==> config.mk <==
export PLATFORM = sky130hd
export DESIGN_NAME = write_heap_ctrl
export DESIGN_NICKNAME = d
export VERILOG_FILES = /design/src/hw/write_heap_ctrl.sv
export SDC_FILE = /design/constraint.sdc
export NUM_CORES = 1
export LEC_CHECK = 0
export BUFFER_PORTS_ARGS = -buffer_cell sky130_fd_sc_hd__buf_2
export CAP_MARGIN = 15
export CORE_MARGIN = 5
export CORE_UTILIZATION = 40
export DETAILED_ROUTE_END_ITERATION = 8
export PLACE_DENSITY = 0.63
export REMOVE_ABC_BUFFERS = 1
export SETUP_SLACK_MARGIN = 0.2
export SKIP_LAST_GASP = 1
export SYNTH_ARGS = -nofsm -noshare
export SYNTH_HDL_FRONTEND = slang
export SYNTH_SLANG_ARGS = --single-unit
==> constraint.sdc <==
create_clock -name clk -period 2.4 [get_ports clk]
set_clock_uncertainty 0.2 [all_clocks]
set_input_delay 0.24 -clock clk [delete_from_list [all_inputs] [get_ports clk]]
set_output_delay 0.24 -clock clk [all_outputs]
set_load 0.01 [all_outputs]
==> src/hw/write_heap_ctrl.sv <==
// Free-list allocator for write heap slots, with a reserve threshold
`default_nettype none

module write_heap_ctrl
  #(
    parameter int n_entries = 32,
    parameter int min_free_slots = 13
    )
   (
    input  logic clk,
    input  logic reset,

    // Take the slot offered on alloc_idx
    input  logic alloc,
    output logic [$clog2(n_entries)-1:0] alloc_idx,
    output logic not_full,

    // Return a slot once its write has left toward the host
    input  logic free,
    input  logic [$clog2(n_entries)-1:0] free_idx
    );

    localparam int idx_bits = $clog2(n_entries);
    localparam int cnt_bits = $clog2(n_entries + 1);

    typedef logic [idx_bits-1:0] t_idx;
    typedef logic [cnt_bits-1:0] t_cnt;

    localparam t_idx last_slot = t_idx'(n_entries - 1);

    // Circular list of free slot numbers
    // Allocation pops at head and freeing pushes at tail
    t_idx free_list [n_entries];
    t_idx head;
    t_idx tail;
    t_cnt free_count;

    // The slot at head is offered continuously, so every beat of a packet sees the same index
    assign alloc_idx = free_list[head];

    // Keep a reserve so that requests issued after almost full still find a slot
    assign not_full = (free_count > t_cnt'(min_free_slots));

    always_ff @(posedge clk)
    begin
        if (reset)
        begin
            // Every slot starts out free
            for (int i = 0; i < n_entries; i++)
            begin
                free_list[i] <= t_idx'(i);
            end
            head <= '0;
            tail <= '0;
            free_count <= t_cnt'(n_entries);
        end
        else
        begin
            if (free)
            begin
                free_list[tail] <= free_idx;
                tail <= (tail == last_slot) ? '0 : tail + 1'b1;
            end

            if (alloc)
            begin
                head <= (head == last_slot) ? '0 : head + 1'b1;
            end

            if (free && !alloc)
            begin
                free_count <= free_count + 1'b1;
            end
            else if (alloc && !free)
            begin
                free_count <= free_count - 1'b1;
            end
        end
    end

    // The reserve must hold every request issued once almost full has been seen
    assert property (@(posedge clk) disable iff (reset) alloc |-> (free_count != '0))
        else $error("write heap allocation from an empty free list");

    // A slot that returns while the list is full has been freed twice by the replay stage
    assert property (@(posedge clk) disable iff (reset)
                     free |-> (free_count != t_cnt'(n_entries)))
        else $error("write heap slot freed with the free list already full");

endmodule

`default_nettype wire

Word-level counts from Yosys, hierarchy flattened
Memories as Yosys holds them, arrays and structs flattened. A register that Yosys moved wholly into a read port is not among the register bits.
Cells that the tools add are included.
W data, S select, Z words.

word-level totals
  output and inout bits = 6
  memory bits (writable) = 160
  word-level logic and storage cells = 31
  memories kept = 1
  flip-flop bits (word level) = 16

cells by class
  eq/ne operators = 2
  $lt $le $gt $ge = 1
  add/subtract/negate cells = 4
  multiplexer cells = 14
  reduce and logical (&&, ||, !) cells = 6

memories
  name       words  width  rd ports  clocked after Yosys merged registers in  wr ports  line  RTL
  free_list  32     5      1         1                                        32        33    t_idx free_list [n_entries];

operator list
  kind                   count
  $mux W5                6
  $mux W6                2
  $add A5 B1 Y5 const B  2
  $eq A5 B5 Y1 const B   2
  $add A6 B1 Y6 const B  1
  $gt A6 B4 Y1 const B   1
  $mux W1                6
  $sub A6 B1 Y6 const B  1
  $reduce_or A5 Y1       1
  $logic_and A1 B1 Y1    2
  $logic_not A1 Y1       2
  $reduce_bool A2 Y1     1

Logic depth before layout (Yosys ltp)
Gate-level depths: netlist of run 1.

  depth after elaboration = 5
  depth in mapped cells = 8

Worst setup path after synthesis of run 1
Ideal clock, no wire load.

  kind = input-to-reg
  start point = input alloc
  end point = register free_count[5]
  slack = 0.128 ns
  path buffers = 0
  library setup time = 0.127 ns
  arrival = 1.945 ns
  stages on the path = 8
  cells stage by stage = inv_1 > ha_1 > inv_1 > ha_1 > o21ai_0 > or3_1 > nand4_1 > or3b_1

between the ends
  word-level cells in the longest chain between the ends = 3

ends and longest elaborated chain
  item                                                  line  RTL
  start, declared                                       14    input logic alloc,
  $logic_not A1 Y1                                      70    if (free && !alloc)
  $logic_and A1 B1 Y1                                   70
  $mux W6 / $reduce_bool A2 Y1 (equally long branches)  n/a
  end signal, assigned                                  55    free_count <= t_cnt'(n_entries);
  end signal, assigned                                  72    free_count <= free_count + 1'b1;
  end signal, assigned                                  76    free_count <= free_count - 1'b1;
  end, declared                                         36    t_cnt free_count;

Parallel ways exist; a longest one is shown, timed or not.
A chain may end at the register's enable or synchronous reset.

==> results_dict.tcl, run 1 <==
set metrics [dict create \
    start_util_pct 40.4 \
    coreArea_um2 21700 \
    preCtsSetupSlack_ns -0.0415 \
    reg2reg_slack_ns 0.34 \
    antenna_found_initial 0 \
    synth_edf_count 160 \
    drive_gt1_share_pct 14.2 \
    ys_ff_latch 181 \
    grt_use_total_pct 16.1 \
    cts-buffers-inserted 17 \
    wl_per_cell_um 19.5 \
    grt-ovfl-total 0 \
    cts.sinks 181 \
    grt_first_pass_wirelength_um 30300 \
    clk_pin_slew_ns 0.06 \
    rows 54 \
    setup.worst_path.end_class "output pin" \
    dp_hpwl_um 12900 \
    most-common-layout-cells "edfxtp_1, or3_1, and2_1, nor2_1, mux2i_1" \
    synth.cell_area_um2 8770 \
    die-area_um2 25000 \
    hold_viol 0 \
    cts_tree "built" \
    crit_slowest_cell "mux4_2" \
    grt_pass1_vias 5490 \
    die_x_um 158 \
    crit_type "reg2out" \
    hold_depth 3 \
    final_core_util_pct 45.5 \
    ioPinCount 15 \
    fmax_mhz 365 \
    synthAdderAreaFrac_pct 1.94 \
    async_reset_ff_share_pct 0 \
    finalPower_mw 6.83 \
    violations "setup timing" \
    setup_ws_ns -0.342 \
    cp.required_ns 1.96 \
    antenna_cells 0 \
    start_kind "register" \
    power_leakage_nw 3.08 \
    cts_buffer_depth 2 \
    report.final.slew_viol_count 0 \
    drtPass1Iterations 5 \
    dpl_cell_area_um2 9190 \
    vdd_drop_max_mv 0.438 \
    outcome "finished, violations left" \
    via_per_inst 5.45 \
    num-nets-final 714 \
    drtIter0Drc 337 \
    die_h_um 158 \
    routed_wl_um 19200 \
    setup_viol 5 \
    muxShareOfSynthArea_pct 10.6 \
    rsz0062_at_grt "yes" \
    r2r_cells 3 \
    finalInstanceArea_um2 9880 \
    hp-start "alloc" \
    htreeDepth 4 \
    synth_compound_area_share_pct 4.35 \
    finalCriticalPeriod_ns 2.74 \
    worst_slew_pin_slew_ns 0.681 \
    synth_top_family_by_area "simple AND/OR/NAND/NOR gates" \
    timing.rr.start "tail[4]" \
    p_per_area_nw_per_um2 692 \
    grt_max_degree 50 \
    yosys.area_share.simple_pct 20.2 \
    whs_ns 0.0420 \
    cpPeakStageDelay_ns 0.50 \
    avgSynthCellArea_um2 12.8 \
    cp_top_family "multiplexers" \
    clk_latency_ns 0.42 \
    ant_nets 0 \
    crit_arrival_ns 2.30 \
    route.vias.total 5364 \
    postSynthCellCount 687 \
    period_share_pct 114 \
    path_buf_inv 3 \
    worstHoldEndpoint "head[4]" \
    port_buffers 14 \
    cap_violations 0 \
    crit_path_max_fanout 5 \
    hp-class "in2reg" \
    final_common_cell "edfxtp_1" \
    yosys_most_used_dff "edfxtp_1" \
    r2r_end "free_list[0][0]" \
    synth_cell_type_count 51 \
    crit_chain "buf_12, buf_6, mux4_2, a22o_1, a221oi_2, nand3_1, buf_2" \
    ys_seq_area_share_pct 59.6 \
    synth_xor_area_share_pct 0.200 \
    drc 0 \
    max-slew-margin-rel_pct 54.5 \
    gp_congestion 0.868 \
    area_delta_synth_final_pct 12.6 \
    root_buffer "clkbuf_16" \
    cts_hold_buf 0 \
    yosysWarnings 0 \
]
per-layer routing:
| layer | wire, µm | global-route usage (%) |
|---|---|---|
| met5 | 0 | 0 |
| met4 | 456 | 5.97 |
| met3 | 791 | 3.23 |
| met2 | 9380 | 27.0 |
| met1 | 8530 | 20.8 |
worst max path at each step:
stage	end	cells after the start	slack [ns]
4_1_cts	alloc_idx[3]	7	-0.37
5_1_grt	alloc_idx[3]	7	-0.43
3_3_place_gp	alloc_idx[1]	6	-0.0005
6_report	alloc_idx[4]	7	-0.34
2_1_floorplan	alloc_idx[1]	4	-1.0
3_5_place_dp	alloc_idx[1]	6	-0.04
cells in the mapped netlist (15+ instances only):
library cell	n	area share (%)
mux2i_1	45	5.1
nor2_1	49	2.1
nand2_1	19	0.81
dfxtp_1	21	4.8
or2_1	30	2.1
and2_1	81	5.8
edfxtp_1	160	55
nand3_1	16	0.91
clkbuf_1	43	1.8
or3_1	82	5.8
a21oi_1	15	0.86
metrics by stage:
| step | cells | TNS [ns] |
|---|---|---|
| 2_1_floorplan | 632 | -4.88 |
| 3_3_place_gp | 950 | -0.000532 |
| 3_5_place_dp | 950 | -0.0783 |
| 4_1_cts | 983 | -1.68 |
| 5_1_grt | 984 | -2.04 |
| 6_report | 984 | -1.59 |
sequential cells by signal, indices dropped and copies added (netlist names), named ones only:
name	flops
tail	5
free_count	6
free_list	160
head	5
worst min-delay path, delay by kind of cell:
kind	cells	cell delay, ns
muxes	1	0.09
buffers and inverters	1	0.15
and+or+nand+nor	1	0.13
timing repair:
| action | CTS | global route |
|---|---|---|
| pin swaps | 0 | 10 |
| gates resized for setup | 8 | 11 |
| buffers inserted | 2 | 0 |
| cloned | 0 | 1 |
| setup endpoints to repair | 5 | 30 |
final cells by class:
class	count	area, µm²
well taps	280	350
fillers	1911	11800
repair buffers	41	367
inverters	7	26.3
clock buffers	17	425
clock inverters	14	155
flip-flops and latches	181	5230
multi-input cells	444	3320
logic make-up (layout without fill, tap and decap cells):
kind of cell / count (synthesis) / in the layout
AO/OA/AOI/OAI: 54 / 54
XOR/XNOR: 2 / 2
AND/OR/NAND/NOR: 310 / 310
multiplexers: 65 / 65
adder cells (fa/ha/maj): 13 / 13
flip-flops: 181 / 181
buffers and inverters: 62 / 79
power breakdown:
group	internal (mW)	switching, mW	total (mW)	leakage [nW]
combinational	0.229	0.332	0.561	1.27
clock	1.54	1.19	2.73	0.275
sequential	3.50	0.0501	3.55	1.54
total	5.27	1.57	6.83	3.08
Note: power is estimated with default switching activity, not from simulation.
==> run 2: changes to the inputs <==
Settings changed: MAX_ROUTING_LAYER set to met4, PLACE_DENSITY 0.63 to 0.61, REMOVE_ABC_BUFFERS 1 to unset.
Clock period 2.4 ns to 3.4 ns, I/O delays scaled along.
==> run 2 against run 1 <==
Effect of this change:
- the flow now finishes without violations
- non-clock buffer count down 20
- setup slack better by 0.75 ns
- clock power down 25%
- global-route usage up 0.90 points
- hold slack better by 0.030 ns
- cell area down 2.6%
- utilization down 1.2 points
- power down 28%
- critical endpoint is now alloc_idx[0]
- critical path type unchanged
- via count about the same
- sequential share of layout area up 1.4 points
- critical path depth down 1
- register-to-register slack better by 0.59 ns
==> results_dict.tcl, run 2 (synthesis gave the netlist of run 1 again) <==
set metrics [dict create \
    outcome "complete, no violations" \
    finalCriticalPeriod_ns 2.99 \
    drive_gt1_share_pct 9.93 \
    path_buf_inv 2 \
    synthesis.nets 709 \
    top_layer "met4" \
    area_delta_synth_final_pct 9.64 \
    drc 0 \
    clk_pin_slew_ns 0.07 \
    finalNonFillerCells 965 \
    num-nets-final 694 \
    fin_tns_setup_ns 0 \
    hp-class "in2reg" \
    crit_path_max_fanout 18 \
    grt-ovfl-total 0 \
    cap_violations 0 \
    worst_slew_pin_slew_ns 0.952 \
    crit_type "reg2out" \
    grt_use_total_pct 17.0 \
    top_register "free_list" \
    clk_latency_ns 0.42 \
    ant_nets 0 \
    setup_ws_ns 0.413 \
    rsz0062_at_grt "no" \
    grt_first_pass_wirelength_um 30700 \
    multi_input_area_um2 3280 \
    fill_cells 1935 \
    final_core_util_pct 44.3 \
    wl_per_cell_um 20.4 \
    pwr-share-clk_pct 41.8 \
    crit_slowest_cell "dfxtp_2" \
    cpPeakStageDelay_ns 0.60 \
    preCtsSetupSlack_ns 0.439 \
    htreeDepth 4 \
    setup.worst_path.end_class "output pin" \
    route.vias.total 5359 \
    routed_wl_um 19700 \
    cts_hold_buf 0 \
    p_per_area_nw_per_um2 513 \
    port_buffers 14 \
    crit_chain "buf_4, mux4_1, a22o_1, a221oi_2, nand3_1, buf_2" \
    drtPass1Iterations 5 \
    dpl_cell_area_um2 9000 \
    p_switching_mw 1.10 \
    gp_congestion 0.831 \
    wl_met1_um 8320 \
    most-common-layout-cells "edfxtp_1, or3_1, and2_1, nor2_1, mux2i_1" \
    rows 54 \
    pwr-share-comb_pct 7.3 \
    routed-wl-met3_um 918 \
    cts_buffer_depth 2 \
    vdd_drop_max_mv 0.321 \
    cts.sinks 181 \
    switching_share_pct 22.2 \
    place_inst 933 \
    cts-buffers-inserted 17 \
    largest_register_ffs 160 \
    start_kind "register" \
    start_util_pct 40.4 \
    finalInstanceArea_um2 9620 \
    biggestRegsByFlops "free_list x160, free_count x6" \
    antenna_cells 0 \
    crit_arrival_ns 2.45 \
    dr_wl_met2_um 9930 \
    grt_max_degree 50 \
    max-slew-margin-rel_pct 36.4 \
    hold_viol 0 \
    intPower_mw 3.83 \
    root_buffer "clkbuf_16" \
    die-area_um2 25000 \
    fmax_mhz 335 \
    coreArea_um2 21700 \
    finalPower_mw 4.93 \
    antenna_found_initial 0 \
    report.final.slew_viol_count 0 \
    setup_viol 0 \
    via_per_inst 5.55 \
    drtIter0Drc 391 \
    die_x_um 158 \
    ioPinCount 15 \
    power_leakage_nw 2.97 \
    final_common_cell "edfxtp_1" \
    dp_hpwl_um 13100 \
    cts_tree "built" \
    die_h_um 158 \
    register_area_um2 5230 \
    power.share.sequential_pct 50.9 \
    grt_pass1_vias 5571 \
    whs_ns 0.0715 \
    cp_top_family "flip-flops" \
    period_share_pct 87.8 \
    cp.required_ns 2.86 \
]
==> run 2: cell types whose count changed in the layout (fill, tap and decap cells not counted), sizes merged <==
cell	change
buf	-19
bufinv	+2
clkbuf	+1
clkinv	-1
clkinvlp	-1
inv	-1
==> run 2: layer usage <==
layer  GRT usage (%)  vias up
met5               -        -
met2            27.6      153
li1                -     2512
met1            20.8     2643
met4            6.99        0
met3            3.47       51
==> run 2: layout make-up <==
cell class | instances | share of cell area [%]
clock buffer | 19 | 4.50
clock inverter | 13 | 1.87
inverter | 7 | 0.273
multi-input combinational | 444 | 34.1
sequential | 181 | 54.4
tap | 280 | 3.64
timing repair buffer | 21 | 1.27
==> run 2: path summary, 6_finish.rpt <==
| check | from | endpoint | slack, ns | cells after the start |
|---|---|---|---|---|
| hold reg to reg | free_count[2] | free_count[2] | 0.30 | 2 |
| setup reg to reg | tail[0] | free_list[11][0] | 0.93 | 5 |
| hold / removal | alloc | head[4] | 0.07 | 3 |
| setup / recovery | register | alloc_idx[0] | 0.41 | 6 |
==> run 2: worst register-to-register path, stage by stage (launching register included) <==
cell	delay, ns
dfxtp_1	0.42
ha_1	0.23
nand2_1	0.52
buf_4	0.40
nor2_1	0.13
or2_1	0.25
==> run 2: timing repair <==
action / in CTS / in global routing
gates cloned: 0 / 0
resized for setup: 1 / 1
setup buffers: 0 / 0
setup endpoints to repair: 5 / 3
==> run 2: power by group through the flow <==
stage               clock (mW)  sequential (mW)  combinational, mW
floorplan                    0             2.54              0.268
global placement             0             2.56              0.347
detailed placement           0             2.56              0.362
CTS                       2.09             2.51              0.363
global route              2.17             2.52              0.397
finish                    2.06             2.51              0.361
==> run 3: changes to the inputs <==
Settings changed: BUFFER_PORTS_ARGS -buffer_cell sky130_fd_sc_hd__buf_2 to unset, CORE_MARGIN 5 to 3, DONT_BUFFER_PORTS set to 1, PLACE_DENSITY 0.61 to 0.6.
==> run 3 against run 2 <==
Effect of this change:
- flip-flop and latch count stayed put
- cell area is 0.60% higher
- clock-buffer cell count is 2 lower
- largest power group unchanged
- highest routed layer unchanged
==> results_dict.tcl, run 3 (synthesis gave the netlist of run 1 again) <==
set metrics [dict create \
    fill_cells 1887 \
    crit_slowest_cell "mux4_1" \
    hp-class "in2reg" \
    wl_per_cell_um 20.7 \
    post_cts_buffers 0 \
    antenna_cells 0 \
    cap_violations 0 \
    fin_tns_setup_ns 0 \
    cts.sinks 181 \
    final_core_util_pct 45.5 \
    clk_pin_slew_ns 0.07 \
    fmax_mhz 333 \
    setup.worst_path.end_class "output pin" \
    finalNonFillerCells 956 \
    num-nets-final 690 \
    top_usage_layer "met2" \
    top_register "free_list" \
    place_inst 916 \
    grt_max_degree 34 \
    clk_latency_ns 0.43 \
    root_buffer "clkbuf_16" \
    setup_ws_ns 0.396 \
    synthesis.nets 709 \
    gp_congestion 0.855 \
    outcome "complete, no violations" \
    setup_viol 0 \
    drtPass1Iterations 5 \
    grt_first_pass_wirelength_um 30800 \
    cts_tree "built" \
    grt_pass1_vias 5394 \
    register_area_um2 5230 \
    crit_path_max_fanout 14 \
    htreeDepth 4 \
    grt_use_met3_pct 3.15 \
    crit_chain "mux4_1, a22o_1, a221oi_1, nand3_1" \
    grt-ovfl-total 0 \
    power_leakage_nw 2.98 \
    p_per_area_nw_per_um2 500 \
    antenna_found_initial 0 \
    drtIter0Drc 315 \
    crit_arrival_ns 2.46 \
    cpPeakStageDelay_ns 0.62 \
    hold_viol 0 \
    rsz0062_at_grt "no" \
    rows 53 \
    drc 0 \
    use_met2_pct 29.0 \
    ant_nets 0 \
    via_per_inst 5.58 \
    route.vias.total 5331 \
    finalPower_mw 4.84 \
    dpl_cell_area_um2 8950 \
    worst_slew_pin_slew_ns 0.847 \
    report.final.slew_viol_count 0 \
    drive_gt1_share_pct 9.25 \
    multi_input_area_um2 3280 \
    dp_hpwl_um 13000 \
    preCtsSetupSlack_ns 0.596 \
    start_util_pct 41.2 \
    grt_use_total_pct 17.6 \
    ioPinCount 15 \
    coreArea_um2 21300 \
    finalInstanceArea_um2 9680 \
    die_x_um 154 \
    whs_ns 0.0404 \
    die_h_um 154 \
    final_common_cell "edfxtp_1" \
    cts-buffers-inserted 17 \
    vdd_drop_max_mv 0.370 \
    biggestRegsByFlops "free_list x160, free_count x6" \
    crit_type "reg2out" \
    start_kind "register" \
    cts_buffer_depth 2 \
    routed_wl_um 19800 \
    cp.required_ns 2.86 \
    die-area_um2 23700 \
    grt_util_met1_pct 22.4 \
    largest_register_ffs 160 \
    period_share_pct 88.4 \
    most-common-layout-cells "edfxtp_1, or3_1, and2_1, nor2_1, mux2i_1" \
    finalCriticalPeriod_ns 3.00 \
    max-slew-margin-rel_pct 43.4 \
    port_buffers 0 \
    area_delta_synth_final_pct 10.3 \
]
## run 3: changes by cell type in the layout (fill, tap and decap cells not counted), moves of 3 or more
cell / delta
buf_12: +6
clkinv_4: +3
dlygate4sd3_1: +3
buf_2: -14
## run 3: where the power goes
part / total (mW) / internal, mW / switching [mW]
clock network: 1.98 / 1.10 / 0.875
registers: 2.51 / 2.47 / 0.0409
logic: 0.353 / 0.143 / 0.210
total: 4.84 / 3.71 / 1.13
## run 3: final cells by class
class / instances / share of cell area (%)
multi-input cells: 444 / 33.9
clock inverters: 15 / 1.72
flip-flops and latches: 181 / 54.0
well taps: 275 / 3.56
repair buffers: 17 / 2.17
clock buffers: 17 / 4.40
inverters: 7 / 0.272
## run 3: routing by layer
metal | wire length, µm | vias up
met1 | 8480 | 2651
met5 | 0 | -
li1 | - | 2508
met2 | 9950 | 146
met4 | 291 | 0
met3 | 1050 | 26
## run 3: worst paths after layout
path	cells past startpoint	slack, ns	startpoint	to
min	3	0.04	free	tail[2]
max reg2reg	5	0.91	tail[0]	free_list[23][0]
max	4	0.40	register	alloc_idx[4]
min reg2reg	2	0.30	free_count[2]	free_count[2]
## run 3: repair_timing
action | CTS | global route
resized for setup | 1 | 0
endpoints found under the hold margin | 186 | 0
hold buffers | 8 | 0
endpoints found under the setup margin | 3 | 0
## run 3: worst max-delay path: cells and delay by family (launching register included)
kind               cells  cell delay, ns
muxes                  1            0.62
DFF                    1            0.55
AOI/OAI and AO/OA      2            0.63
and+or+nand+nor        1            0.24
